==> src/rtl/psr_params.svh <==
/* widths and reset values shared by the status block
   reset flags and exception number match the core's lockup-safe start */
`ifndef PSR_PARAMS_SVH
`define PSR_PARAMS_SVH

// data path width
`define PSR_WORD_W 32

// exception number width (IPSR)
`define PSR_IPSR_W 6

// start in HardFault so an early fault escalates to lockup
`define PSR_IPSR_RESET 6'd3

// N and Z set, C and V clear
`define PSR_NZCV_RESET 4'b1100

`endif
==> src/rtl/psr_exc_pkg.sv <==
/* exception numbers, MSR select codes and branch condition values
   only the Bcc codes 0 to 13 are defined, AL and NV are not */
`include "psr_params.svh"

package psr_exc_pkg;

   // --------------------
   // exception numbers
   localparam logic [`PSR_IPSR_W-1:0] EXC_THREAD    = 6'd0;  // thread mode
   localparam logic [`PSR_IPSR_W-1:0] EXC_NMI       = 6'd2;
   localparam logic [`PSR_IPSR_W-1:0] EXC_HARDFAULT = 6'd3;
   localparam logic [`PSR_IPSR_W-1:0] EXC_SVCALL    = 6'd11;

   // --------------------
   // MSR special register select
   localparam logic [1:0] SYSM_APSR    = 2'd0;
   localparam logic [1:0] SYSM_PRIMASK = 2'd2;
   localparam logic [1:0] SYSM_CONTROL = 2'd3;

   // --------------------
   // Bcc condition field, odd codes invert the even ones
   localparam logic [3:0] CC_EQ = 4'd0;  localparam logic [3:0] CC_NE = 4'd1;
   localparam logic [3:0] CC_CS = 4'd2;  localparam logic [3:0] CC_CC = 4'd3;
   localparam logic [3:0] CC_MI = 4'd4;  localparam logic [3:0] CC_PL = 4'd5;
   localparam logic [3:0] CC_VS = 4'd6;  localparam logic [3:0] CC_VC = 4'd7;
   localparam logic [3:0] CC_HI = 4'd8;  localparam logic [3:0] CC_LS = 4'd9;
   localparam logic [3:0] CC_GE = 4'd10; localparam logic [3:0] CC_LT = 4'd11;
   localparam logic [3:0] CC_GT = 4'd12; localparam logic [3:0] CC_LE = 4'd13;

endpackage

==> src/rtl/psr_arch_pkg.sv <==
/* status word layouts as seen on the register read port
   reserved bits are carried but never decoded */
`include "psr_params.svh"

package psr_arch_pkg;

   // --------------------
   // stacked xPSR, as pushed on exception entry
   typedef struct packed {
      logic [3:0]                              nzcv;  // flags in [31:28]
      logic [`PSR_WORD_W-`PSR_IPSR_W-5:0]      rsvd;  // T bit, alignment etc
      logic [`PSR_IPSR_W-1:0]                  ipsr;  // exception number
   } xpsr_frame_t;

   // --------------------
   // MSR operand word
   typedef struct packed {
      logic [3:0]                              nzcv;    // APSR flags
      logic [`PSR_WORD_W-7:0]                  rsvd;    // ignored by MSR
      logic                                    control; // CONTROL[1] in bit 1
      logic                                    primask; // PRIMASK in bit 0
   } msr_word_t;

   // one operand word, read as a frame on xPSR load
   // and as an MSR operand on MSR
   typedef union packed {
      xpsr_frame_t frame;
      msr_word_t   msr;
   } psr_word_u;

endpackage

==> src/rtl/psr_if.sv <==
/* flag forwarding and status-write command bundles
   command signals are one-cycle strobes, qualified by hready outside */
`timescale 1ns/1ns

// forwarded flags, execute to decode
interface psr_flag_if;
   logic fwd_n;  // negative
   logic fwd_z;  // zero
   logic fwd_c;  // carry
   logic fwd_v;  // overflow

   modport source (output fwd_n, fwd_z, fwd_c, fwd_v);
   modport sink   (input  fwd_n, fwd_z, fwd_c, fwd_v);
endinterface

// status-write commands from execute
interface psr_wr_if;
   logic                    msr_en;     // MSR in execute
   logic [1:0]              msr_sel;    // SYSm select
   logic                    xpsr_load;  // xPSR pop on exception return
   psr_arch_pkg::psr_word_u operand;    // register operand word

   modport cmd (
      output msr_en, msr_sel, xpsr_load, operand
   );
   modport flag_side (
      input msr_en, msr_sel, xpsr_load, operand
   );
   modport mode_side (
      input msr_en, msr_sel, xpsr_load, operand
   );
endinterface

==> src/rtl/psr_top.sv <==
/* processor status block, plain port top level
   all strobes are one cycle and take effect only with hready_i high */
`timescale 1ns/1ns
`include "psr_params.svh"

module psr_top (
   input  logic                   hclk,
   input  logic                   hreset_n,
   input  logic                   hready_i,
   // execute results
   input  logic [`PSR_WORD_W-1:0] alu_res_i,
   input  logic [`PSR_WORD_W-1:0] shift_res_i,
   input  logic                   alu_cflag_i,
   input  logic                   alu_vflag_i,
   input  logic                   shift_nflag_i,
   input  logic                   shift_zflag_i,
   input  logic                   shift_cflag_i,
   input  logic                   shift_sel_i,
   input  logic                   nz_en_i,
   input  logic                   c_en_i,
   input  logic                   v_en_i,
   // status writes
   input  logic [`PSR_WORD_W-1:0] psr_wdata_i,       // MSR operand or popped xPSR
   input  logic                   msr_en_i,
   input  logic [1:0]             msr_sel_i,
   input  logic                   xpsr_load_i,
   input  logic [3:0]             cond_i,
   input  logic                   cps_en_i,
   input  logic                   cps_disable_i,
   // exception control
   input  logic                   int_taken_i,
   input  logic [`PSR_IPSR_W-1:0] int_num_i,
   input  logic                   exc_return_i,
   input  logic                   exc_return_psp_i,
   input  logic                   svc_escalate_i,
   output logic [`PSR_WORD_W-1:0] gpr_wdata_o,
   output logic [3:0]             apsr_o,
   output logic                   cc_pass_o,
   output logic [`PSR_IPSR_W-1:0] ipsr_o,
   output logic                   primask_o,
   output logic                   primask_ex_o,
   output logic                   control_o,
   output logic                   sp_psp_o,
   output logic                   handler_o,
   output logic                   nmi_active_o,
   output logic                   hardfault_active_o,
   output logic                   svc_is_undef_o
);

   psr_flag_if fwd_bus ();
   psr_wr_if   wr_bus ();

   // --------------------
   // write command bundle
   assign wr_bus.msr_en    = msr_en_i;
   assign wr_bus.msr_sel   = msr_sel_i;
   assign wr_bus.xpsr_load = xpsr_load_i;
   assign wr_bus.operand   = psr_wdata_i;  // decoded per command in each unit

   psr_flag_unit u_flag (
      .hclk, .hreset_n, .hready_i,
      .alu_res_i, .shift_res_i, .alu_cflag_i, .alu_vflag_i,
      .shift_nflag_i, .shift_zflag_i, .shift_cflag_i, .shift_sel_i,
      .nz_en_i, .c_en_i, .v_en_i,
      .wr (wr_bus.flag_side),
      .fwd (fwd_bus.source),
      .gpr_wdata_o, .apsr_o
   );

   psr_cond_eval u_cond (
      .fwd (fwd_bus.sink),
      .cond_i, .cc_pass_o
   );

   psr_mode_unit u_mode (
      .hclk, .hreset_n, .hready_i,
      .wr (wr_bus.mode_side),
      .cps_en_i, .cps_disable_i, .int_taken_i, .int_num_i,
      .exc_return_i, .exc_return_psp_i, .svc_escalate_i,
      .ipsr_o, .primask_o, .primask_ex_o, .control_o, .sp_psp_o,
      .handler_o, .nmi_active_o, .hardfault_active_o, .svc_is_undef_o
   );

endmodule

==> src/rtl/psr_mode_unit.sv <==
/* exception number, PRIMASK and CONTROL[1] with mode decodes
   int_taken_i and xpsr load are never strobed together */
`timescale 1ns/1ns
`include "psr_params.svh"

module psr_mode_unit (
   input  logic                   hclk,
   input  logic                   hreset_n,
   input  logic                   hready_i,
   psr_wr_if.mode_side            wr,
   input  logic                   cps_en_i,          // CPSID/CPSIE in execute
   input  logic                   cps_disable_i,     // 1 for CPSID
   input  logic                   int_taken_i,       // exception entry done
   input  logic [`PSR_IPSR_W-1:0] int_num_i,         // new exception number
   input  logic                   exc_return_i,      // EXC_RETURN branch
   input  logic                   exc_return_psp_i,  // return to process stack
   input  logic                   svc_escalate_i,    // SVCall priority too low
   output logic [`PSR_IPSR_W-1:0] ipsr_o,
   output logic                   primask_o,
   output logic                   primask_ex_o,      // next PRIMASK
   output logic                   control_o,
   output logic                   sp_psp_o,
   output logic                   handler_o,
   output logic                   nmi_active_o,
   output logic                   hardfault_active_o,
   output logic                   svc_is_undef_o
);

   logic [`PSR_IPSR_W-1:0] ipsr_q, ipsr_nxt;
   logic                   ipsr_en;
   logic                   primask_q, primask_en, primask_nxt;
   logic                   control_q, control_en, control_nxt;
   logic                   msr_pm, msr_ctl;
   logic                   handler, nmi_active, hdf_active;
   logic                   rfi_in_irq;

   // --------------------
   // mode decodes
   assign handler    = (ipsr_q != psr_exc_pkg::EXC_THREAD);
   assign nmi_active = (ipsr_q == psr_exc_pkg::EXC_NMI);
   assign hdf_active = (ipsr_q == psr_exc_pkg::EXC_HARDFAULT);
   assign rfi_in_irq = exc_return_i & handler;  // return only counts from handler

   // exception number
   assign ipsr_en  = int_taken_i | wr.xpsr_load;
   assign ipsr_nxt = int_taken_i ? int_num_i : wr.operand.frame.ipsr;

   // --------------------
   // PRIMASK, MSR or CPS
   assign msr_pm      = wr.msr_en & (wr.msr_sel == psr_exc_pkg::SYSM_PRIMASK);
   assign primask_en  = msr_pm | cps_en_i;
   assign primask_nxt = msr_pm ? wr.operand.msr.primask : cps_disable_i;

   // CONTROL, MSR only in thread mode
   assign msr_ctl     = wr.msr_en & ~handler
                      & (wr.msr_sel == psr_exc_pkg::SYSM_CONTROL);
   assign control_en  = msr_ctl | int_taken_i | rfi_in_irq;
   assign control_nxt = ~int_taken_i
                      & (msr_ctl ? wr.operand.msr.control : exc_return_psp_i);

   always_ff @(posedge hclk or negedge hreset_n) begin
      if (!hreset_n) begin
         ipsr_q    <= `PSR_IPSR_RESET;
         primask_q <= 1'b0;
         control_q <= 1'b0;
      end else if (hready_i) begin
         if (ipsr_en) begin
            ipsr_q <= ipsr_nxt;
         end
         if (primask_en) begin
            primask_q <= primask_nxt;
         end
         if (control_en) begin
            control_q <= control_nxt;  // entry always clears
         end
      end
   end

   // --------------------
   // outputs
   assign ipsr_o             = ipsr_q;
   assign primask_o          = primask_q;
   assign primask_ex_o       = primask_en ? primask_nxt : primask_q;  // CPSID sync
   assign control_o          = control_q;
   assign sp_psp_o           = control_q | (rfi_in_irq & exc_return_psp_i);
   assign handler_o          = handler;
   assign nmi_active_o       = nmi_active;
   assign hardfault_active_o = hdf_active;
   assign svc_is_undef_o     = nmi_active | hdf_active | primask_q | svc_escalate_i;

endmodule

==> src/rtl/psr_cond_eval.sv <==
/* Bcc condition evaluation on forwarded flags
   codes 14 and 15 give no defined result */
`timescale 1ns/1ns

module psr_cond_eval (
   psr_flag_if.sink   fwd,
   input  logic [3:0] cond_i,     // Bcc condition field
   output logic       cc_pass_o
);

   logic mask_n, mask_z, mask_c, mask_v;
   logic inv_z;
   logic pass_n, pass_z, pass_c, pass_v;

   // --------------------
   // every even code reduces to
   //   ((N | mn) == (V | mv)) & ((Z ^ iz) | mz) & (C | mc)
   // odd codes take the inverse
   // masks depend on the code only, so the late flags see two gates

   assign mask_n = ( cond_i[1] & ~cond_i[3])
                 | (~cond_i[1] & ~cond_i[2]);
   assign mask_z = ( cond_i[2] & ~cond_i[3])
                 |   cond_i[1];
   assign mask_c = ( cond_i[1] &  cond_i[3])
                 | (~cond_i[1] & ~cond_i[3])
                 |   cond_i[2];
   assign mask_v = (~cond_i[1] & ~cond_i[2])
                 | (~cond_i[1] & ~cond_i[3])
                 | (~cond_i[2] & ~cond_i[3]);
   assign inv_z  = cond_i[3] | cond_i[2];  // HI and GT want Z clear

   // --------------------
   // combine with flags
   assign pass_n = mask_n | fwd.fwd_n;
   assign pass_z = mask_z | (fwd.fwd_z ^ inv_z);
   assign pass_c = mask_c | fwd.fwd_c;
   assign pass_v = mask_v | fwd.fwd_v;

   assign cc_pass_o = ((pass_n == pass_v) & pass_z & pass_c) ^ cond_i[0];

endmodule

==> src/rtl/psr_flag_unit.sv <==
/* result merge and APSR flags
   an idle ALU or shifter must return zero, the merge is a plain OR */
`timescale 1ns/1ns
`include "psr_params.svh"

module psr_flag_unit (
   input  logic                   hclk,
   input  logic                   hreset_n,
   input  logic                   hready_i,       // core advance
   input  logic [`PSR_WORD_W-1:0] alu_res_i,
   input  logic [`PSR_WORD_W-1:0] shift_res_i,
   input  logic                   alu_cflag_i,
   input  logic                   alu_vflag_i,
   input  logic                   shift_nflag_i,
   input  logic                   shift_zflag_i,
   input  logic                   shift_cflag_i,
   input  logic                   shift_sel_i,    // take shifter flags
   input  logic                   nz_en_i,
   input  logic                   c_en_i,
   input  logic                   v_en_i,
   psr_wr_if.flag_side            wr,
   psr_flag_if.source             fwd,
   output logic [`PSR_WORD_W-1:0] gpr_wdata_o,
   output logic [3:0]             apsr_o          // {N,Z,C,V}
);

   logic [`PSR_WORD_W-1:0] res;
   logic                   n_ex, z_ex, c_ex;
   logic                   ldr_flags, msr_flags, std_flags;
   logic [3:0]             nzcv_nxt;
   logic                   nz_ena, c_ena, v_ena;
   logic [3:0]             nzcv_q;

   // --------------------
   // result merge
   assign res  = alu_res_i | shift_res_i;

   assign n_ex = shift_sel_i ? shift_nflag_i : res[`PSR_WORD_W-1];
   assign z_ex = shift_sel_i ? shift_zflag_i : ~|res;
   assign c_ex = shift_sel_i ? shift_cflag_i : alu_cflag_i;  // V always from alu

   // --------------------
   // source select, one-hot
   assign ldr_flags = wr.xpsr_load;                                     // exception return
   assign msr_flags = wr.msr_en & (wr.msr_sel == psr_exc_pkg::SYSM_APSR);
   assign std_flags = ~(ldr_flags | msr_flags);

   // frame and MSR views both hold the flags in [31:28]
   assign nzcv_nxt = std_flags ? {n_ex, z_ex, c_ex, alu_vflag_i}
                               : wr.operand.frame.nzcv;

   // load and MSR write all four flags
   assign nz_ena = hready_i & (nz_en_i | ~std_flags);
   assign c_ena  = hready_i & (c_en_i  | ~std_flags);
   assign v_ena  = hready_i & (v_en_i  | ~std_flags);

   always_ff @(posedge hclk or negedge hreset_n) begin
      if (!hreset_n) begin
         nzcv_q <= `PSR_NZCV_RESET;
      end else begin
         if (nz_ena) begin
            nzcv_q[3:2] <= nzcv_nxt[3:2];
         end
         if (c_ena) begin
            nzcv_q[1] <= nzcv_nxt[1];
         end
         if (v_ena) begin
            nzcv_q[0] <= nzcv_nxt[0];
         end
      end
   end

   // --------------------
   // forward execute flags into decode
   // MSR and load values are not forwarded, the core refetches after them
   assign fwd.fwd_n = nz_en_i ? n_ex        : nzcv_q[3];
   assign fwd.fwd_z = nz_en_i ? z_ex        : nzcv_q[2];
   assign fwd.fwd_c = c_en_i  ? c_ex        : nzcv_q[1];
   assign fwd.fwd_v = v_en_i  ? alu_vflag_i : nzcv_q[0];

   assign gpr_wdata_o = res;
   assign apsr_o      = nzcv_q;

endmodule

==> config.mk <==
export PLATFORM = sky130hd
export DESIGN_NAME = psr_top
export DESIGN_NICKNAME = d
export VERILOG_FILES = /design/src/rtl/psr_exc_pkg.sv /design/src/rtl/psr_arch_pkg.sv /design/src/rtl/psr_if.sv /design/src/rtl/psr_top.sv /design/src/rtl/psr_mode_unit.sv /design/src/rtl/psr_cond_eval.sv /design/src/rtl/psr_flag_unit.sv
export VERILOG_INCLUDE_DIRS = /design/src /design/src/rtl
export SDC_FILE = /design/constraint.sdc
export NUM_CORES = 1
export LEC_CHECK = 0
export CAP_MARGIN = 40
export CORE_AREA = 2 2 69 71
export DETAILED_ROUTE_END_ITERATION = 8
export DIE_AREA = 0 0 71 73
export DONT_BUFFER_PORTS = 1
export PLACE_DENSITY = 0.44
export SKIP_CTS_REPAIR_TIMING = 1
export SLEW_MARGIN = 10
export SYNTH_ARGS = -nofsm -noshare
export SYNTH_HDL_FRONTEND = slang
export SYNTH_SLANG_ARGS = --single-unit
==> constraint.sdc <==
create_clock -name hclk -period 2.6 [get_ports hclk]
set_input_delay 0.13 -clock hclk [delete_from_list [all_inputs] [get_ports hclk]]
set_output_delay 0.13 -clock hclk [all_outputs]
set_load 0.005 [all_outputs]
; ---- Word level (Yosys, flattened, before mapping)
; Cells that the tools add are included.
[word_totals]
wordCells = 78
out_inout_bits = 51
ff_bits = 12
inputBits = 128
[op_classes]
bitwise_logic = 49
eq_ne = 5
reduce_logical = 6
mux = 12
[ops]
columns = operator, count
row1 = $or A32 B32 Y32, 1
row2 = $reduce_or A32 Y1, 1
row3 = $or A1 B1 Y1, 23
row4 = $and A1 B1 Y1, 18
row5 = $eq A6 B2 Y1 const B, 2
row6 = $mux W1, 10
row7 = $mux W6, 1
row8 = $reduce_bool A6 Y1, 1
row9 = $not A1 Y1, 5
row10 = $eq A2 B2 Y1 const B, 2
row11 = $mux W4, 1
row12 = $reduce_and A2 Y1, 2
row13 = $logic_not A2 Y1, 1
row14 = $xor A1 B1 Y1, 2
row15 = $eq A1 B1 Y1, 1
row16 = $logic_not A1 Y1, 1

; ---- Logic depth before layout (Yosys ltp)
[logic_depth]
ltp_word = 10
ltp_mapped = 8
depth_no_buf = 8

; ---- Modules after synthesis
; A second synthesis with hierarchy kept.
[unflattened]
hier_cells = 157
hier_area_um2 = 1237.4
[modules_own_cells]
columns = mod, seq_area_each_um2, n_inst, cells_per_inst, area_per_inst_um2
row1 = psr_flag_unit, 102.6, 1, 89, 633.1
row2 = psr_mode_unit, 202.7, 1, 51, 480.5
row3 = psr_cond_eval, 0.0, 1, 17, 123.9

; ---- Worst setup path before layout
; Ideal clock, no wire load.
[synth_path]
path_type = input -> output
start = input port shift_res_i[12]
end = output port cc_pass_o
cell_stages = 6
t_required_ps = 2470
slack_ps = 1054
n_path_buf = 0
t_arrival_ps = 1416
path_cell_list = nor4_1 > nand4_1 > or4_1 > mux2i_1 > a211oi_2 > xor2_1
[synth_between]
elab_chain_len = 10
[synth_lines]
columns = element, line
row1 = start: declaration, psr_top.sv:12  ; input logic [`PSR_WORD_W-1:0] shift_res_i,
row2 = $or A32 B32 Y32, psr_flag_unit.sv:36  ; assign res = alu_res_i | shift_res_i;
row3 = $reduce_or A32 Y1, psr_flag_unit.sv:39  ; assign z_ex = shift_sel_i ? shift_zflag_i : ~|res;
row4 = $logic_not A1 Y1, psr_flag_unit.sv:39
row5 = $mux W1, psr_flag_unit.sv:39
row6 = $mux W1, psr_flag_unit.sv:77  ; assign fwd.fwd_z = nz_en_i ? z_ex : nzcv_q[2];
row7 = $xor A1 B1 Y1, psr_cond_eval.sv:36  ; assign pass_z = mask_z | (fwd.fwd_z ^ inv_z);
row8 = $or A1 B1 Y1, psr_cond_eval.sv:36
row9 = $and A1 B1 Y1 (2 in series), psr_cond_eval.sv:40  ; assign cc_pass_o = ((pass_n == pass_v) & pass_z & pass_c) ^ cond_i[0];
row10 = $xor A1 B1 Y1, psr_cond_eval.sv:40
row11 = end: declaration, psr_top.sv:38  ; output logic cc_pass_o,
; Every way passes these cells.

; ---- Worst setup path in the final report
[layout_path]
start = register u_flag.nzcv_q[0] (netlist: u_flag.apsr_o[0])
end = output port cc_pass_o
[layout_between]
elab_chain_len = 6
[layout_lines]
columns = element, line
row1 = start: declaration, psr_flag_unit.sv:32  ; logic [3:0] nzcv_q;
row2 = start signal: assignment, psr_flag_unit.sv:59  ; nzcv_q <= `PSR_NZCV_RESET;
row3 = start signal: assignment, psr_flag_unit.sv:68  ; nzcv_q[0] <= nzcv_nxt[0];
row4 = $mux W1, psr_flag_unit.sv:79  ; assign fwd.fwd_v = v_en_i ? alu_vflag_i : nzcv_q[0];
row5 = $or A1 B1 Y1, psr_cond_eval.sv:38  ; assign pass_v = mask_v | fwd.fwd_v;
row6 = $eq A1 B1 Y1, psr_cond_eval.sv:40
row7 = $and A1 B1 Y1 (2 in series), psr_cond_eval.sv:40
row8 = $xor A1 B1 Y1, psr_cond_eval.sv:40
; Every way passes these cells.

==> impl_metrics.csv <==
group,metric,value,unit
synth,synth_top_area_share,0.1581,
synth,yosys.area.top_type,"dfrtp_1",
power,switching_share,0.2925,
worst_setup_path,critPathKind,"reg2out",
worst_setup_path,crit_fanout,3,
die,coreArea,0.004536,mm²
global_route,track_usage,0.1446,
drt,drtIter0Drc,42,
cts,cts_tree,"built",
timing,layout_min_cycle_time,1.945,ns
timing,rsz0062_at_grt,"false",
power,p_clk_frac,0.341,
die,dieArea,0.005183,mm²
drt,drc,0,
timing,slew_headroom,0.6216,
drt,wl_per_cell,18.31,µm
die,rows,25,
synth,synth_ff_type,"dfrtp_1",
timing,clock_skew,0.0004118,ns
timing,fin_crit_sh,0.7479,
global_route,grt_max_degree,23,
placement,io_buffers,0,
power,peakVddDrop,240.8,µV
synth,synthDistinctLibCells,37,
global_route,grt_pass1_vias,1295,
synth,synth_seq_cells,12,
power,power.density,431.9,mW/mm²
cells_and_area,layout_commonest_cell,"or2_2",
synth,avgSynthCellArea,7.492,µm²
worst_setup_path,crit_arrival,1.81,ns
cells_and_area,diodes,0,
synth,synth_area,0.001266,mm²
drt,vias_per_cell,5.903,
synth,synth_nets,298,
cells_and_area,most-common-layout-cells,"30 x or2_2, 15 x nor4_1, 12 x a21oi_1, 12 x nand2_1",
timing,hold_viol,0,
synth,synth.area.top_cells,"dfrtp_1 16%, or2_2 15%, dfstp_2 8.3%, nor4_1 7.4%, a21oi_1 4.7%",
power,intPower,430.1,µW
cts,cts_buffers,3,
die,ios,179,
timing,finalSetupTns,0,ns
cells_and_area,layout.nets,303,
worst_setup_path,end_kind,"primary output",
timing,fmax,514.2,MHz
global_route,antenna_found_initial,0,
placement,preCtsSetupSlack,0.7574,ns
drt,drtAntennaViolNets,0,
cts,cts_sinks,12,
synth,yosysWarningCount,0,
synth,syn_inst,169,
flow_run,cap_violations,0,
synth,async_reset_ff_frac,1.000,
cts,clkTransAtPathRegs,0.06,ns
worst_setup_path,r2r_slack,0.79,ns
placement,gp_congestion,0.7580,
synth,synth_edf_count,0,
placement,place_hpwl,3641,µm
timing,worst_slew_pin_slew,0.5657,ns
power,cellLeakagePower,0.0005041,µW
cells_and_area,syn2layout_area_growth,11.17,%
die,initial_core_util,0.2792,
cts,htreeDepth,1,
worst_hold_path,hold_path.class,"in2reg",
worst_setup_path,start_kind,"flop",
global_route,met3_usage,0.05249,
die,die_x,71,µm
timing,finalMaxSlewViolations,0,
timing,finalWorstSetupSlack,0.6554,ns
cells_and_area,nFillCells,484,
worst_setup_path,required,2.47,ns
global_route,grt_busiest_layer,"met2",
cts,clock_path_buffers,2,
die,die_h,73,µm
cts,insertion_delay,0.24,ns
cells_and_area,drive_above_1_share,0.2659,
power,pwr-share-seq,0.420,
drt,dr.pass1.iters,5,
drt,routed_wirelength,4157,µm
drt,vias,1340,
global_route,overflow,0,
outcome,outcome,"finished, final reports clean",
synth,yosysSeqAreaShare,0.2411,
global_route,grt_util_met1,0.1480,
global_route,grt_pass1_wl,5913,µm
global_route,grt_use_met2,0.2773,
power,switching_power,177.9,µW
cts,cts_root_buf,"clkbuf_8",
power,p_comb_frac,0.239,
timing,setup_violations,0,
## cell usage after synthesis, types with 2 or more instances
master and count:
or2_2 30, nor4_1 15, a21oi_1 12, nand2_1 12
nor2_1 10, o21ai_0 10, dfrtp_1 8, o22ai_1 8
inv_1 6, nand3_1 6, nand3b_1 6, dfstp_2 4
mux2i_1 4, nor3_1 4, clkbuf_1 3, nand4_1 3
a21o_1 2, a22o_1 2, mux2_2 2, nand2b_1 2
nor2b_1 2, or2_4 2, xor2_1 2
## state kept, by name (all words and copies together), names as in the netlist
name / cells
u_mode.primask_o: 1
u_flag.apsr_o: 4
u_mode.ipsr_o: 6
u_mode.control_o: 1
## area by class of cell
type	count	area (µm²)	share of cell area
multi-input combinational	148	927.1	0.6587
sequential	12	305.3	0.2169
tap	54	67.56	0.04800
clock buffer	4	55.05	0.03911
timing repair buffer	3	30.03	0.02133
inverter	6	22.52	0.01600
## cells by family (layout without fill, tap and decap cells)
group | count (synthesis) | count (layout) | share of synthesized area
mux | 6 | 6 | 0.04941
flops | 12 | 12 | 0.2411
buf+inv | 9 | 13 | 0.02668
xor+xnor | 2 | 2 | 0.01384
fa+ha+maj | 1 | 1 | 0.009880
simple gates | 96 | 96 | 0.4437
compound gates | 43 | 43 | 0.2154
## per-layer routing
layer	up-vias	share of wire	routed length, µm
li1	644	-	-
met1	599	0.37	1540
met2	95	0.51	2134
met3	2	0.11	465
met4	0	0.0043	18
met5	-	0	0
## critical path, stage by stage, from the launching register on
cell and delay, ns:
dfrtp_1 0.40, nor2b_1 0.14, a211oi_1 0.45, xor2_1 0.15, a211oi_2 0.23, xor2_1 0.21
## power groups by stage
| stage | registers, µW | clock network, µW | logic [µW] |
|---|---|---|---|
| final | 256 | 207 | 145 |
| after global routing | 260 | 224 | 165 |
| after CTS | 256 | 214 | 140 |
| after detailed placement | 258 | 0 | 140 |
| after global placement | 257 | 0 | 139 |
| after floorplan | 247 | 0 | 126 |
## path summary, 6_finish.rpt
kind	depth (start not counted)	from	to
setup / recovery	5	u_flag.apsr_o[0]	cc_pass_o
hold / removal	1	hready_i	u_flag.apsr_o[0]
setup reg to reg	6	u_mode.ipsr_o[3]	u_mode.control_o
hold reg to reg	2	u_mode.control_o	u_mode.control_o
max in group asynchronous	1	hreset_n	u_flag.apsr_o[2]
min in group asynchronous	1	hreset_n	u_mode.ipsr_o[5]
## through the flow
stage	area (µm²)	utilization	total power, µW	hold WS [ns]	instances
floorplan	1266	-	373.6	-0.1656	169
global placement	1323	0.2916	396.0	-0.1652	220
detailed placement	1323	0.2916	398.4	-0.1651	220
CTS	1378	0.3037	610.3	-0.4277	224
global route	1408	0.3103	649.2	0.01590	227
finish	1408	0.3103	608.0	0.02797	227
No activity file was read; power rests on OpenSTA's default activity.
